[src/verilog/commit_macros.svh]
// Commit stage widths, lane count and default buffer depth

`ifndef COMMIT_MACROS_SVH
`define COMMIT_MACROS_SVH

// Width of one execution result
`define COMMIT_XLEN 32

// Architectural register address width
`define COMMIT_REG_W 5

// Reorder buffer tag width, one tag per in-flight instruction
`define COMMIT_TAG_W 6

// Exception cause code width
`define COMMIT_CAUSE_W 4

// Lane 0 is the integer unit, lane 1 the load/store unit
`define COMMIT_LANES 2

// Entries in each lane's commit buffer
`define COMMIT_BUF_DEPTH 4

`endif

[src/verilog/commit_pkg.sv]
// Commit stage types and the reorder buffer entry builder
`default_nettype none

`include "commit_macros.svh"

package commit_pkg;

    // One execution result
    typedef logic [`COMMIT_XLEN-1:0] data_word_t;

    // Packet that follows an instruction through the execution lanes (16 bits)
    typedef struct packed {
        logic [`COMMIT_TAG_W-1:0]   rob_tag;
        logic [`COMMIT_REG_W-1:0]   reg_dest;
        logic                       exception;
        logic [`COMMIT_CAUSE_W-1:0] exception_cause;
    } instr_packet_t;

    // What a commit buffer holds, packet on top of the result (48 bits)
    typedef struct packed {
        instr_packet_t packet;
        data_word_t    result;
    } commit_item_t;

    // Reorder buffer payload, the tag goes on its own port (42 bits)
    typedef struct packed {
        data_word_t                 result;
        logic [`COMMIT_REG_W-1:0]   reg_dest;
        logic                       exception;
        logic [`COMMIT_CAUSE_W-1:0] exception_cause;
    } rob_entry_t;

    // Lane index into the per-lane port arrays
    typedef enum logic {
        LANE_ITU = 1'b0,
        LANE_LSU = 1'b1
    } lane_e;

    // Which buffer the arbiter serves first
    typedef enum logic {
        TURN_ITU = 1'b0,
        TURN_LSU = 1'b1
    } turn_e;

    // Strip the tag and keep what the reorder buffer stores
    function automatic rob_entry_t build_rob_entry(input instr_packet_t packet,
                                                   input data_word_t    result);
        rob_entry_t entry;
        entry.result          = result;
        entry.reg_dest        = packet.reg_dest;
        entry.exception       = packet.exception;
        entry.exception_cause = packet.exception_cause;
        return entry;
    endfunction

endpackage : commit_pkg

`default_nettype wire

[src/verilog/commit_arbiter.sv]
// Round-robin commit arbiter with bypass of fresh results to the reorder buffer
`timescale 1ns/1ps
`default_nettype none

`include "commit_macros.svh"

module commit_arbiter (
    input  wire logic                                        clk_i,
    input  wire logic                                        rst_n_i,
    input  wire logic                                        stall_i,

    // Fresh results from the execution lanes
    input  wire logic                  [`COMMIT_LANES-1:0]   lane_valid_i,
    input  wire commit_pkg::commit_item_t [`COMMIT_LANES-1:0] lane_item_i,

    // Heads and status of the commit buffers
    input  wire commit_pkg::commit_item_t [`COMMIT_LANES-1:0] buf_item_i,
    input  wire logic                  [`COMMIT_LANES-1:0]   buf_full_i,
    input  wire logic                  [`COMMIT_LANES-1:0]   buf_empty_i,

    // Buffer control
    output      logic                  [`COMMIT_LANES-1:0]   push_o,
    output      logic                  [`COMMIT_LANES-1:0]   pull_o,

    // Back-pressure to the execution stage
    output      logic                                        stall_o,

    // Reorder buffer write port
    output      logic                                        rob_write_o,
    output      logic                  [`COMMIT_TAG_W-1:0]   rob_tag_o,
    output      commit_pkg::rob_entry_t                      rob_entry_o
);

    // ============================================================
    // Turn register
    // ============================================================

    commit_pkg::turn_e turn_q;
    commit_pkg::turn_e turn_d;

    // Lane served first this cycle and the one behind it
    commit_pkg::lane_e own_lane;
    commit_pkg::lane_e other_lane;

    // Item that goes to the reorder buffer this cycle
    commit_pkg::commit_item_t sel_item;

    // The turn maps straight onto a lane index
    assign own_lane   = (turn_q == commit_pkg::TURN_LSU) ? commit_pkg::LANE_LSU
                                                         : commit_pkg::LANE_ITU;
    assign other_lane = (own_lane == commit_pkg::LANE_ITU) ? commit_pkg::LANE_LSU
                                                           : commit_pkg::LANE_ITU;

    // Hand the turn over only if the other buffer has something waiting
    always_comb begin
        turn_d = turn_q;
        if (!buf_empty_i[other_lane]) begin
            turn_d = (turn_q == commit_pkg::TURN_ITU) ? commit_pkg::TURN_LSU
                                                      : commit_pkg::TURN_ITU;
        end
    end

    // The turn holds while the reorder buffer stalls, a full buffer still gets its slot
    always_ff @(posedge clk_i) begin
        if (!rst_n_i) begin
            turn_q <= commit_pkg::TURN_ITU;
        end else if (!stall_i) begin
            turn_q <= turn_d;
        end
    end

    // ============================================================
    // Push, pull and bypass selection
    // ============================================================

    always_comb begin
        // By default every valid result is parked in its own buffer
        push_o      = lane_valid_i;
        pull_o      = '0;
        rob_write_o = 1'b0;
        sel_item    = buf_item_i[own_lane];

        // Nothing leaves while the reorder buffer is stalled
        if (!stall_i) begin
            if (!buf_empty_i[own_lane]) begin
                // Drain the head, the new result of this lane queues behind it
                pull_o[own_lane] = 1'b1;
                rob_write_o      = 1'b1;
                sel_item         = buf_item_i[own_lane];
            end else if (lane_valid_i[own_lane]) begin
                // Own buffer is empty so its fresh result skips the buffer
                push_o[own_lane] = 1'b0;
                rob_write_o      = 1'b1;
                sel_item         = lane_item_i[own_lane];
            end else if (lane_valid_i[other_lane] && buf_empty_i[other_lane]) begin
                // Otherwise the other lane may use the idle slot if nothing of its own waits
                push_o[other_lane] = 1'b0;
                rob_write_o        = 1'b1;
                sel_item           = lane_item_i[other_lane];
            end
        end
    end

    // ============================================================
    // Outputs
    // ============================================================

    // Any full buffer holds the execution stage
    assign stall_o = |buf_full_i;

    // Tag goes on its own port, the rest forms the stored entry
    assign rob_tag_o   = sel_item.packet.rob_tag;
    assign rob_entry_o = commit_pkg::build_rob_entry(sel_item.packet, sel_item.result);

endmodule : commit_arbiter

`default_nettype wire

[src/verilog/commit_buffer.sv]
// Per-lane commit buffer, a first-word-fall-through circular FIFO
`timescale 1ns/1ps
`default_nettype none

`include "commit_macros.svh"

module commit_buffer #(
    parameter int unsigned DEPTH  = `COMMIT_BUF_DEPTH,
    parameter type         ITEM_T = logic
) (
    input  wire logic  clk_i,
    input  wire logic  rst_n_i,
    input  wire logic  flush_i,

    // Write and read strobes from the arbiter
    input  wire logic  push_i,
    input  wire logic  pull_i,

    // Incoming item and current head
    input  wire ITEM_T item_i,
    output      ITEM_T item_o,

    // Status decoded from the registered count
    output      logic  full_o,
    output      logic  empty_o
);

    // ============================================================
    // Local sizing
    // ============================================================

    // A single-entry buffer still needs a one-bit pointer
    localparam int unsigned PTR_W = (DEPTH > 1) ? $clog2(DEPTH) : 1;

    // The count must be able to hold DEPTH itself
    localparam int unsigned CNT_W = $clog2(DEPTH + 1);

    // ============================================================
    // Storage and pointers
    // ============================================================

    ITEM_T             mem_q [DEPTH];
    logic [PTR_W-1:0]  wr_ptr_q;
    logic [PTR_W-1:0]  rd_ptr_q;
    logic [CNT_W-1:0]  count_q;

    // Pointers walk the array and wrap after the last slot
    function automatic logic [PTR_W-1:0] ptr_next(input logic [PTR_W-1:0] ptr);
        logic [PTR_W-1:0] nxt;
        if (ptr == PTR_W'(DEPTH - 1)) begin
            nxt = '0;
        end else begin
            nxt = ptr + 1'b1;
        end
        return nxt;
    endfunction

    // Data is written at the tail, a flush throws the new item away
    always_ff @(posedge clk_i) begin
        if (push_i && !flush_i) begin
            mem_q[wr_ptr_q] <= item_i;
        end
    end

    // Control state, flush empties the buffer just like reset
    always_ff @(posedge clk_i) begin
        if (!rst_n_i || flush_i) begin
            wr_ptr_q <= '0;
            rd_ptr_q <= '0;
            count_q  <= '0;
        end else begin
            if (push_i) begin
                wr_ptr_q <= ptr_next(wr_ptr_q);
            end
            if (pull_i) begin
                rd_ptr_q <= ptr_next(rd_ptr_q);
            end

            // A simultaneous push and pull leaves the occupancy as it is
            case ({push_i, pull_i})
                2'b10:   count_q <= count_q + 1'b1;
                2'b01:   count_q <= count_q - 1'b1;
                default: count_q <= count_q;
            endcase
        end
    end

    // ============================================================
    // Outputs
    // ============================================================

    // Head is visible in the same cycle it is pulled
    assign item_o = mem_q[rd_ptr_q];

    assign full_o  = (count_q == CNT_W'(DEPTH));
    assign empty_o = (count_q == '0);

endmodule : commit_buffer

`default_nettype wire

[src/verilog/commit_stage.sv]
// Commit stage top, two lane buffers feeding the reorder buffer through one arbiter
`timescale 1ns/1ps
`default_nettype none

`include "commit_macros.svh"

module commit_stage (
    input  wire logic                                          clk_i,
    input  wire logic                                          rst_n_i,
    input  wire logic                                          flush_i,
    input  wire logic                                          stall_i,
    output      logic                                          stall_o,

    // Execution lanes, index 0 is the ITU and index 1 the LSU
    input  wire logic                    [`COMMIT_LANES-1:0]   data_valid_i,
    input  wire commit_pkg::instr_packet_t [`COMMIT_LANES-1:0] ipacket_i,
    input  wire commit_pkg::data_word_t  [`COMMIT_LANES-1:0]   result_i,

    // Reorder buffer write port
    output      logic                                          rob_write_o,
    output      logic                    [`COMMIT_TAG_W-1:0]   rob_tag_o,
    output      commit_pkg::rob_entry_t                        rob_entry_o,

    // High when nothing is waiting in either buffer
    output      logic                                          buffers_empty_o
);

    // ============================================================
    // Nets
    // ============================================================

    // Packet and result of each lane joined into one item
    commit_pkg::commit_item_t [`COMMIT_LANES-1:0] lane_item;

    // Buffer heads and status
    commit_pkg::commit_item_t [`COMMIT_LANES-1:0] buf_item;
    logic                     [`COMMIT_LANES-1:0] buf_full;
    logic                     [`COMMIT_LANES-1:0] buf_empty;

    // Buffer control from the arbiter
    logic                     [`COMMIT_LANES-1:0] buf_push;
    logic                     [`COMMIT_LANES-1:0] buf_pull;

    always_comb begin
        for (int i = 0; i < `COMMIT_LANES; i++) begin
            lane_item[i].packet = ipacket_i[i];
            lane_item[i].result = result_i[i];
        end
    end

    // ============================================================
    // Lane buffers
    // ============================================================

    // Integer unit results
    commit_buffer #(
        .DEPTH  ( `COMMIT_BUF_DEPTH         ),
        .ITEM_T ( commit_pkg::commit_item_t )
    ) u_itu_buffer (
        .clk_i   ( clk_i                          ),
        .rst_n_i ( rst_n_i                        ),
        .flush_i ( flush_i                        ),
        .push_i  ( buf_push[commit_pkg::LANE_ITU] ),
        .pull_i  ( buf_pull[commit_pkg::LANE_ITU] ),
        .item_i  ( lane_item[commit_pkg::LANE_ITU] ),
        .item_o  ( buf_item[commit_pkg::LANE_ITU] ),
        .full_o  ( buf_full[commit_pkg::LANE_ITU] ),
        .empty_o ( buf_empty[commit_pkg::LANE_ITU] )
    );

    // Load/store results, latency varies with memory
    commit_buffer #(
        .DEPTH  ( `COMMIT_BUF_DEPTH         ),
        .ITEM_T ( commit_pkg::commit_item_t )
    ) u_lsu_buffer (
        .clk_i   ( clk_i                          ),
        .rst_n_i ( rst_n_i                        ),
        .flush_i ( flush_i                        ),
        .push_i  ( buf_push[commit_pkg::LANE_LSU] ),
        .pull_i  ( buf_pull[commit_pkg::LANE_LSU] ),
        .item_i  ( lane_item[commit_pkg::LANE_LSU] ),
        .item_o  ( buf_item[commit_pkg::LANE_LSU] ),
        .full_o  ( buf_full[commit_pkg::LANE_LSU] ),
        .empty_o ( buf_empty[commit_pkg::LANE_LSU] )
    );

    // ============================================================
    // Arbiter
    // ============================================================

    commit_arbiter u_arbiter (
        .clk_i        ( clk_i        ),
        .rst_n_i      ( rst_n_i      ),
        .stall_i      ( stall_i      ),
        .lane_valid_i ( data_valid_i ),
        .lane_item_i  ( lane_item    ),
        .buf_item_i   ( buf_item     ),
        .buf_full_i   ( buf_full     ),
        .buf_empty_i  ( buf_empty    ),
        .push_o       ( buf_push     ),
        .pull_o       ( buf_pull     ),
        .stall_o      ( stall_o      ),
        .rob_write_o  ( rob_write_o  ),
        .rob_tag_o    ( rob_tag_o    ),
        .rob_entry_o  ( rob_entry_o  )
    );

    // Both buffers drained
    assign buffers_empty_o = buf_empty[commit_pkg::LANE_ITU] & buf_empty[commit_pkg::LANE_LSU];

endmodule : commit_stage

`default_nettype wire
[config.mk]
export PLATFORM = sky130hd
export DESIGN_NAME = commit_stage
export DESIGN_NICKNAME = d
export VERILOG_FILES = /design/src/verilog/commit_pkg.sv /design/src/verilog/commit_arbiter.sv /design/src/verilog/commit_buffer.sv /design/src/verilog/commit_stage.sv
export VERILOG_INCLUDE_DIRS = /design/src /design/src/verilog
export SDC_FILE = /design/constraint.sdc
export NUM_CORES = 1
export LEC_CHECK = 0
export BUFFER_PORTS_ARGS = -buffer_cell sky130_fd_sc_hd__buf_2
export CORE_MARGIN = 2
export CORE_UTILIZATION = 35
export DETAILED_ROUTE_END_ITERATION = 8
export SYNTH_ARGS = -nofsm -noshare
export SYNTH_HDL_FRONTEND = slang
export SYNTH_SLANG_ARGS = --single-unit
[constraint.sdc]
create_clock -name clk_i -period 5.82 [get_ports clk_i]
set_clock_uncertainty 0.2 [all_clocks]
set_input_delay 0.291 -clock clk_i [delete_from_list [all_inputs] [get_ports clk_i]]
set_output_delay 0.291 -clock clk_i [all_outputs]
set_load 0.1 [all_outputs]
### Word-level counts from Yosys, hierarchy flattened

Memory sizes are Yosys's and may differ from the RTL's. A register that Yosys moved wholly into a read port is not among the register bits.
Cells that the tools add are included.

| cells by class | value |
|---|---|
| $add $sub $neg | 8 |
| multipliers | 0 |
| div/mod/pow operators | 0 |
| magnitude comparators | 4 |
| eq/ne operators | 10 |
| shift-type cells | 0 |
| muxes and demuxes | 49 |
| bitwise logic cells | 7 |
| reductions and logical operators | 14 |

Operators by type and width:

| cell | number |
|---|---|
| 2-to-1 mux 48 bit | 10 |
| 2-to-1 mux 2 bit | 14 |
| 2-to-1 mux 1 bit | 21 |
| == test 2 bit, second input constant | 6 |
| one-hot mux 3 bit (2 select lines) | 2 |
| adder 2 x 1 -> 2 bit, second input constant | 4 |
| adder 3 x 1 -> 3 bit, second input constant | 2 |
| == test 3 bit, second input constant | 2 |
| logical NOT 3 bit | 2 |
| subtractor 3 x 1 -> 3 bit, second input constant | 2 |
| logical AND 1 bit | 5 |
| bitwise AND 2 bit | 2 |
| == test 2 x 1 -> 1 bit, second input constant | 2 |
| < comparator 1 x 2 -> 1 bit, second input constant | 2 |
| NOT 2 bit | 2 |
| nonzero test 2 bit | 2 |
| demux 1 bit (select 1 bit) | 2 |
| greater-or-equal comparator 1 bit, second input constant | 2 |
| logical NOT 1 bit | 2 |
| NOT 1 bit | 2 |
| AND reduction 2 bit | 1 |
| OR reduction 2 bit | 1 |
| bitwise AND 1 bit | 1 |
| logical OR 1 bit | 1 |

| word-level totals | value |
|---|---|
| bits in registers | 15 |
| bits in latches | 0 |
| memory bits (writable) | 384 |
| ROM bits | 0 |
| input port bits | 102 |
| output and inout port bits | 51 |
| memories kept | 2 |

Memory list:

| memory | depth | width | rd ports | clocked after memory_dff | write ports | line | RTL |
|---|---|---|---|---|---|---|---|
| u_itu_buffer.mem_q | 4 | 48 | 1 | 1 | 1 | commit_buffer.sv:42 | `ITEM_T mem_q [DEPTH];` |
| u_lsu_buffer.mem_q | 4 | 48 | 1 | 1 | 1 | commit_buffer.sv:42 |  |

### Longest topological paths before layout

| logic depth | value |
|---|---|
| word-level depth | 15 |
| gate-level depth with buffers | 9 |
| mapped depth without buffers | 9 |

### By module

A second synthesis with hierarchy kept.

| unflattened totals | value |
|---|---|
| cell total of the unflattened synthesis | 921 |
| area, all modules | 16930.0 µm² |

By module, submodules not included:

| module | instances | cells each | area an instance (µm²) | sequential area each (µm²) |
|---|---|---|---|---|
| commit_buffer | 2 | 300 | 7375.8 | 5945.7 |
| commit_arbiter | 1 | 320 | 2172.1 | 20.0 |
| commit_stage | 1 | 1 | 6.3 | 0.0 |

### Worst setup path before layout

No wires, ideal clock.

| timing | value |
|---|---|
| path kind | register -> register |
| start point | reg u_itu_buffer.count_q[0] |
| end point | mem u_lsu_buffer.mem_q[2][0] in the netlist's numbering, enable pin |
| library setup time | 0.523 ns |
| data arrival time | 4.408 ns |
| slack | 0.689 ns |
| cell stages (with the launch flop) | 5 |
| path buffers | 0 |
| clock period less this slack | 5.131 ns |
| cells stage by stage | dfxtp_1 -> nor4_1 -> o21ai_0 -> nand2_1 -> nor3b_1 |

| on the way | value |
|---|---|
| cells in the longest elaborated chain, start to end | 11 |
| elaborated cells between the ends (all ways) | 13 |
| those cells by class | 10 x mux; 3 x reduce/logical |

RTL lines:

| element | line | RTL |
|---|---|---|
| from (decl) | commit_buffer.sv:45 | `logic [CNT_W-1:0] count_q;` |
| from (signal assigned) | commit_buffer.sv:81 | `2'b10: count_q <= count_q + 1'b1;` |
| from (signal assigned) | commit_buffer.sv:82 | `2'b01: count_q <= count_q - 1'b1;` |
| from (signal assigned) | commit_buffer.sv:83 | `default: count_q <= count_q;` |
| logical NOT 3 bit (*) | commit_buffer.sv:96 | `assign empty_o = (count_q == '0);` |
| 2-to-1 mux 1 bit (implied by the code) (2 in series) | commit_arbiter.sv:95 | `end else if (lane_valid_i[other_lane] && buf_empty_i[other_lane]) begin` |
| logical AND 1 bit | commit_arbiter.sv:95 |  |
| 2-to-1 mux 2 bit | commit_arbiter.sv:95 |  |
| 2-to-1 mux 2 bit | commit_arbiter.sv:90 | `end else if (lane_valid_i[own_lane]) begin` |
| 2-to-1 mux 2 bit (*) | commit_arbiter.sv:85 | `if (!buf_empty_i[own_lane]) begin` |
| 2-to-1 mux 2 bit (*) | commit_arbiter.sv:84 | `if (!stall_i) begin` |
| logical AND 1 bit (*) | commit_buffer.sv:60 | `if (push_i && !flush_i) begin` |
| 2-to-1 mux 1 bit (*) | commit_buffer.sv:60 |  |
| 2-to-1 mux 1 bit (implied by the code) (*) | commit_buffer.sv:61 | `mem_q[wr_ptr_q] <= item_i;` |
| to (decl) | commit_buffer.sv:42 |  |

Mark *: on every way between the ends. The rest lies on a longest branch, timed or not. The select of a mux whose other input is x is not followed.

==> results.txt <==
The run finished with clean final reports. Clock-pin slew was measured on the worst setup and hold paths at 0.06 ns. Setup repair after global routing left no endpoint under its margin.

The final hold slack came out at between 0.05 and 0.06 ns. The largest voltage drop on the vdd net is 199.7 µV. The largest stage delay on the critical path is roughly 0.9 ns.

The clock root buffer master is clkbuf_16. The synthesized netlist devotes less than 1% of its cell area to XOR and XNOR gates. The number of clock sinks came out at 403.

The worst path required time is 5.33 ns. After clock tree synthesis, the repair step resized 0 gates. The number of hold-slack violations in the final timing report came to 0.

The via count of the routed design is 8,925. The library cell used most frequently in the layout, excluding fill and tap cells, is edfxtp_1. Global routing used about 15% of the available tracks. The hold-fix buffer count after cts came out at 99. The biggest area contributor in the post-synthesis netlist is edfxtp_1. Cells with a size suffix above 1 make up ~24% of the layout.

The number of iterations in the first detailed-routing pass is 4. The number of instances in the placed design is 1,616. The path category of the worst min-delay check is in -> reg.

The number of different library cells used by synthesis comes to 37. Of the total synthesized cell area, the portion taken by full adders, half adders and majority gates is 1.158%. The area growth from synthesis to layout is 23.07%. The number of nets in the final layout is approximately 1,300. The CTS buffer count is 43. The violation count after the first detailed-route iteration came out at 479. Using the TritonRoute via totals, the vias-per-cell ratio works out to 4.983. The data arrival time of the worst path came out at 3.69 ns. The final weighted congestion in routability-driven placement came out at 0.6819. The critical path is of the reg -> out type.

In this run the standard cell core region covers 0.04646 mm². The element type at the critical path end is an output port. For this run, the number of Yosys warnings is 0. The die width came out at 220.6 µm.

The complex-gate fraction of the synthesized area came out at 4.083%. The number of standard cells after synthesis is a little under 900. The proportion of synthesized flip-flops having asynchronous set or reset came out at 0%. The max-cap check violation count came out at 0. The leading register cell type out of synthesis is edfxtp_1. In this run the number of H-tree levels came out at 2. The critical path launch point is u_arbiter.turn_q$_SDFFE_PN0P_. The start point of the worst min-delay path is flush_i. The height of the die came out at about 220 µm.

The final routed wirelength across all metal layers is 37,550 µm. The floorplan step defined a die boundary enclosing 0.04868 mm². The largest net degree at the start of global routing came out at 60. Once the floorplan was initialized, standard cells occupied 35.36% of the core. The top achievable clock speed is ~0.24 GHz. Yosys mapped a number of flops with a built-in enable equal to ~380. Summed over all cells, the static leakage comes to 6.822 nW. The share of synthesized area occupied by flip-flops and latches came out at 72.51%.

In this run, synthesis produced a sequential element count of 403. Setup violations remaining at the end of the flow were counted as 0. In the final routed layout, each cell accounts on average for approximately 21 µm. The measured slew at the worst slew-check pin is around 1.1 ns. The synthesized-area fraction occupied by and/or/nand/nor cells is 1.660%.

The number of ports placed on the die boundary is 153. The number of max-slew violations in the final report was 0. The portion of synthesized area spent on multiplexers is 18.65%. The main combinational cell family by area after synthesis is multiplexers.

In the post-synthesis netlist, the biggest area contributors are edfxtp_1 70%, mux2i_1 12%, mux4_2 6.6%. Global routing finished with a remaining overflow of 0. The launch point of the worst reg-to-reg path is u_arbiter.turn_q$_SDFFE_PN0P_. The final critical-path share of the clock period came out at 71.77%.

The termination of the worst setup path is rob_entry_o[13]. The endpoint identified for the worst register-to-register timing path is u_lsu_buffer.count_q[2]$_SDFFE_PP0P_. The maximum root-to-sink buffer count is 3. The launching element type of the critical path is a flip-flop. Leaving out fill and tap cells, the most frequent cells in the layout are 384 x edfxtp_1, 197 x mux2i_1, 152 x buf_2, 99 x dlygate4sd3_1, 56 x a21oi_1. The remaining max-slew budget at the tightest pin is between 20% and 30%. The HPWL after detailed placement came out at 21,060 µm. The floorplan has between 70 and 80 rows. The minimum period implied by the final worst setup slack came out at 4.177 ns. The first-pass GRT wire length came out at 55,520 µm. During placement, the flow inserted port buffers numbering 152. The number of antenna violations at the first check in global routing came to 4.

The signal on the critical path passes through inv_1 -> o211ai_1 -> a21o_4 -> mux2i_1 -> buf_2. The setup TNS after final layout came out at 0 ns. The total power density per cell area is around 330 mW/mm².

The number of global-route vias before repair was around 9,000. After clock tree synthesis, the setup repair step added 0 buffers. The setup slack of the worst register-to-register path is 2.44 ns. The clock insertion delay at the later pin of the skew report came out at 0.53 ns. The top cell type by area accounts for 70.20% of the synthesized area. After synthesis the cells add up to 0.01643 mm². The number of routed nets with antenna violations is 0. After detailed routing, the number of remaining DRC violations is 0.

The maximum fanout encountered on the critical timing path came out at 59. The number of nets in the synthesized netlist is 1,009. The TritonCTS clock tree is done.

The library cell contributing the largest single delay on the critical path is dfxtp_4. The logic depth of the worst register-to-register path came out at 8. The final non-filler cell total came out at between 1,500 and 2,000. The average instance in the mapped netlist occupies 18.40 µm².
## worst min path at each step
| stage | cells after the start | end | slack, ns |
|---|---|---|---|
| global route | 4 | u_lsu_buffer.wr_ptr_q[1]$_SDFFE_PP0N_ | 0.07 |
| CTS | 4 | u_lsu_buffer.wr_ptr_q[1]$_SDFFE_PP0N_ | 0.02 |
| finish | 4 | u_lsu_buffer.wr_ptr_q[1]$_SDFFE_PP0N_ | 0.06 |
| global placement | 2 | u_lsu_buffer.wr_ptr_q[1]$_SDFFE_PP0N_ | 0.29 |
| detailed placement | 2 | u_lsu_buffer.wr_ptr_q[1]$_SDFFE_PP0N_ | 0.31 |
| floorplan | 0 | u_itu_buffer.mem_q[0][0]$_DFFE_PP_ | 0.19 |
## cell usage after synthesis (2+ instances only)
cell type / count
nor2_1: 17
nor3b_1: 4
nor3_1: 3
clkbuf_1: 21
edfxtp_1: 384
o22ai_1: 48
nand2_1: 5
ha_1: 12
a21oi_1: 56
nand2b_1: 3
o21ai_0: 5
fa_1: 2
nor3_4: 2
buf_6: 3
mux4_2: 48
mux2i_1: 197
xor2_1: 4
buf_4: 3
dfxtp_1: 19
and2_1: 5
nor4_1: 2
buf_1: 3
or3_1: 4
buf_2: 19
o211ai_1: 2
inv_1: 11
## state kept, by name, summed over array words and instances, names as in the netlist, named ones only
name,flops
u_itu_buffer.mem_q,192
u_lsu_buffer.mem_q,192
u_itu_buffer.count_q,3
u_lsu_buffer.count_q,3
u_itu_buffer.rd_ptr_q,2
u_itu_buffer.wr_ptr_q,2
u_lsu_buffer.rd_ptr_q,2
u_lsu_buffer.wr_ptr_q,2
u_arbiter.turn_q,1
## worst max-delay path: cells and delay by family (launching register included)
family / cells / cell delay [ns]
AO/OA/AOI/OAI: 2 / 1.06
flip-flops: 1 / 0.92
buffers and inverters: 2 / 0.75
multiplexers: 1 / 0.39
## layer usage
| layer | up-vias | part of all wire (%) | global-route usage, % | wire (µm) |
|---|---|---|---|---|
| li1 | 4131 | - | - | - |
| met1 | 4562 | 45 | 20.51 | 16960 |
| met2 | 179 | 49 | 26.33 | 18550 |
| met3 | 51 | 3.9 | 2.447 | 1454 |
| met4 | 2 | 1.5 | 3.511 | 565 |
| met5 | - | 0.035 | 0 | 13 |
## final cells by class
cell class	count	area (µm²)
diodes	3	7.507
clock buffers	55	1164
clock inverters	18	167.7
fillers	4136	26240
inverters	11	41.29
multi-input cells	430	4289
flip-flops and latches	403	11930
well taps	607	759.5
repair buffers	264	1862
## power by group
group	leakage [nW]	switching [W]	internal [W]	total, W
Clock	0.642	0.00105	0.00154	0.00259
Sequential	3.63	0.0000208	0.00322	0.00324
Combinational	2.55	0.000592	0.000207	0.000799
## metrics by stage
step           instance area (µm²)  setup WS [ns]  power, W  util [%]
2_1_floorplan                16430         0.6888  0.003860         -
3_3_place_gp                 17890          2.159  0.004049     38.50
3_5_place_dp                 17890          2.082  0.004059     38.50
4_1_cts                      20210          1.503  0.006705     43.50
5_1_grt                      20220          1.423  0.006856     43.52
6_report                     20220          1.643  0.006631     43.52
## logic make-up (layout without fill, tap and decap cells)
kind of cell,Yosys count,count (layout)
other cells,0,3
simple gates,49,49
fa+ha+maj,14,14
flops,403,403
buf+inv,60,348
xor+xnor,4,4
compound gates,117,117
mux,246,246
Note: power is estimated with default switching activity, not from simulation.
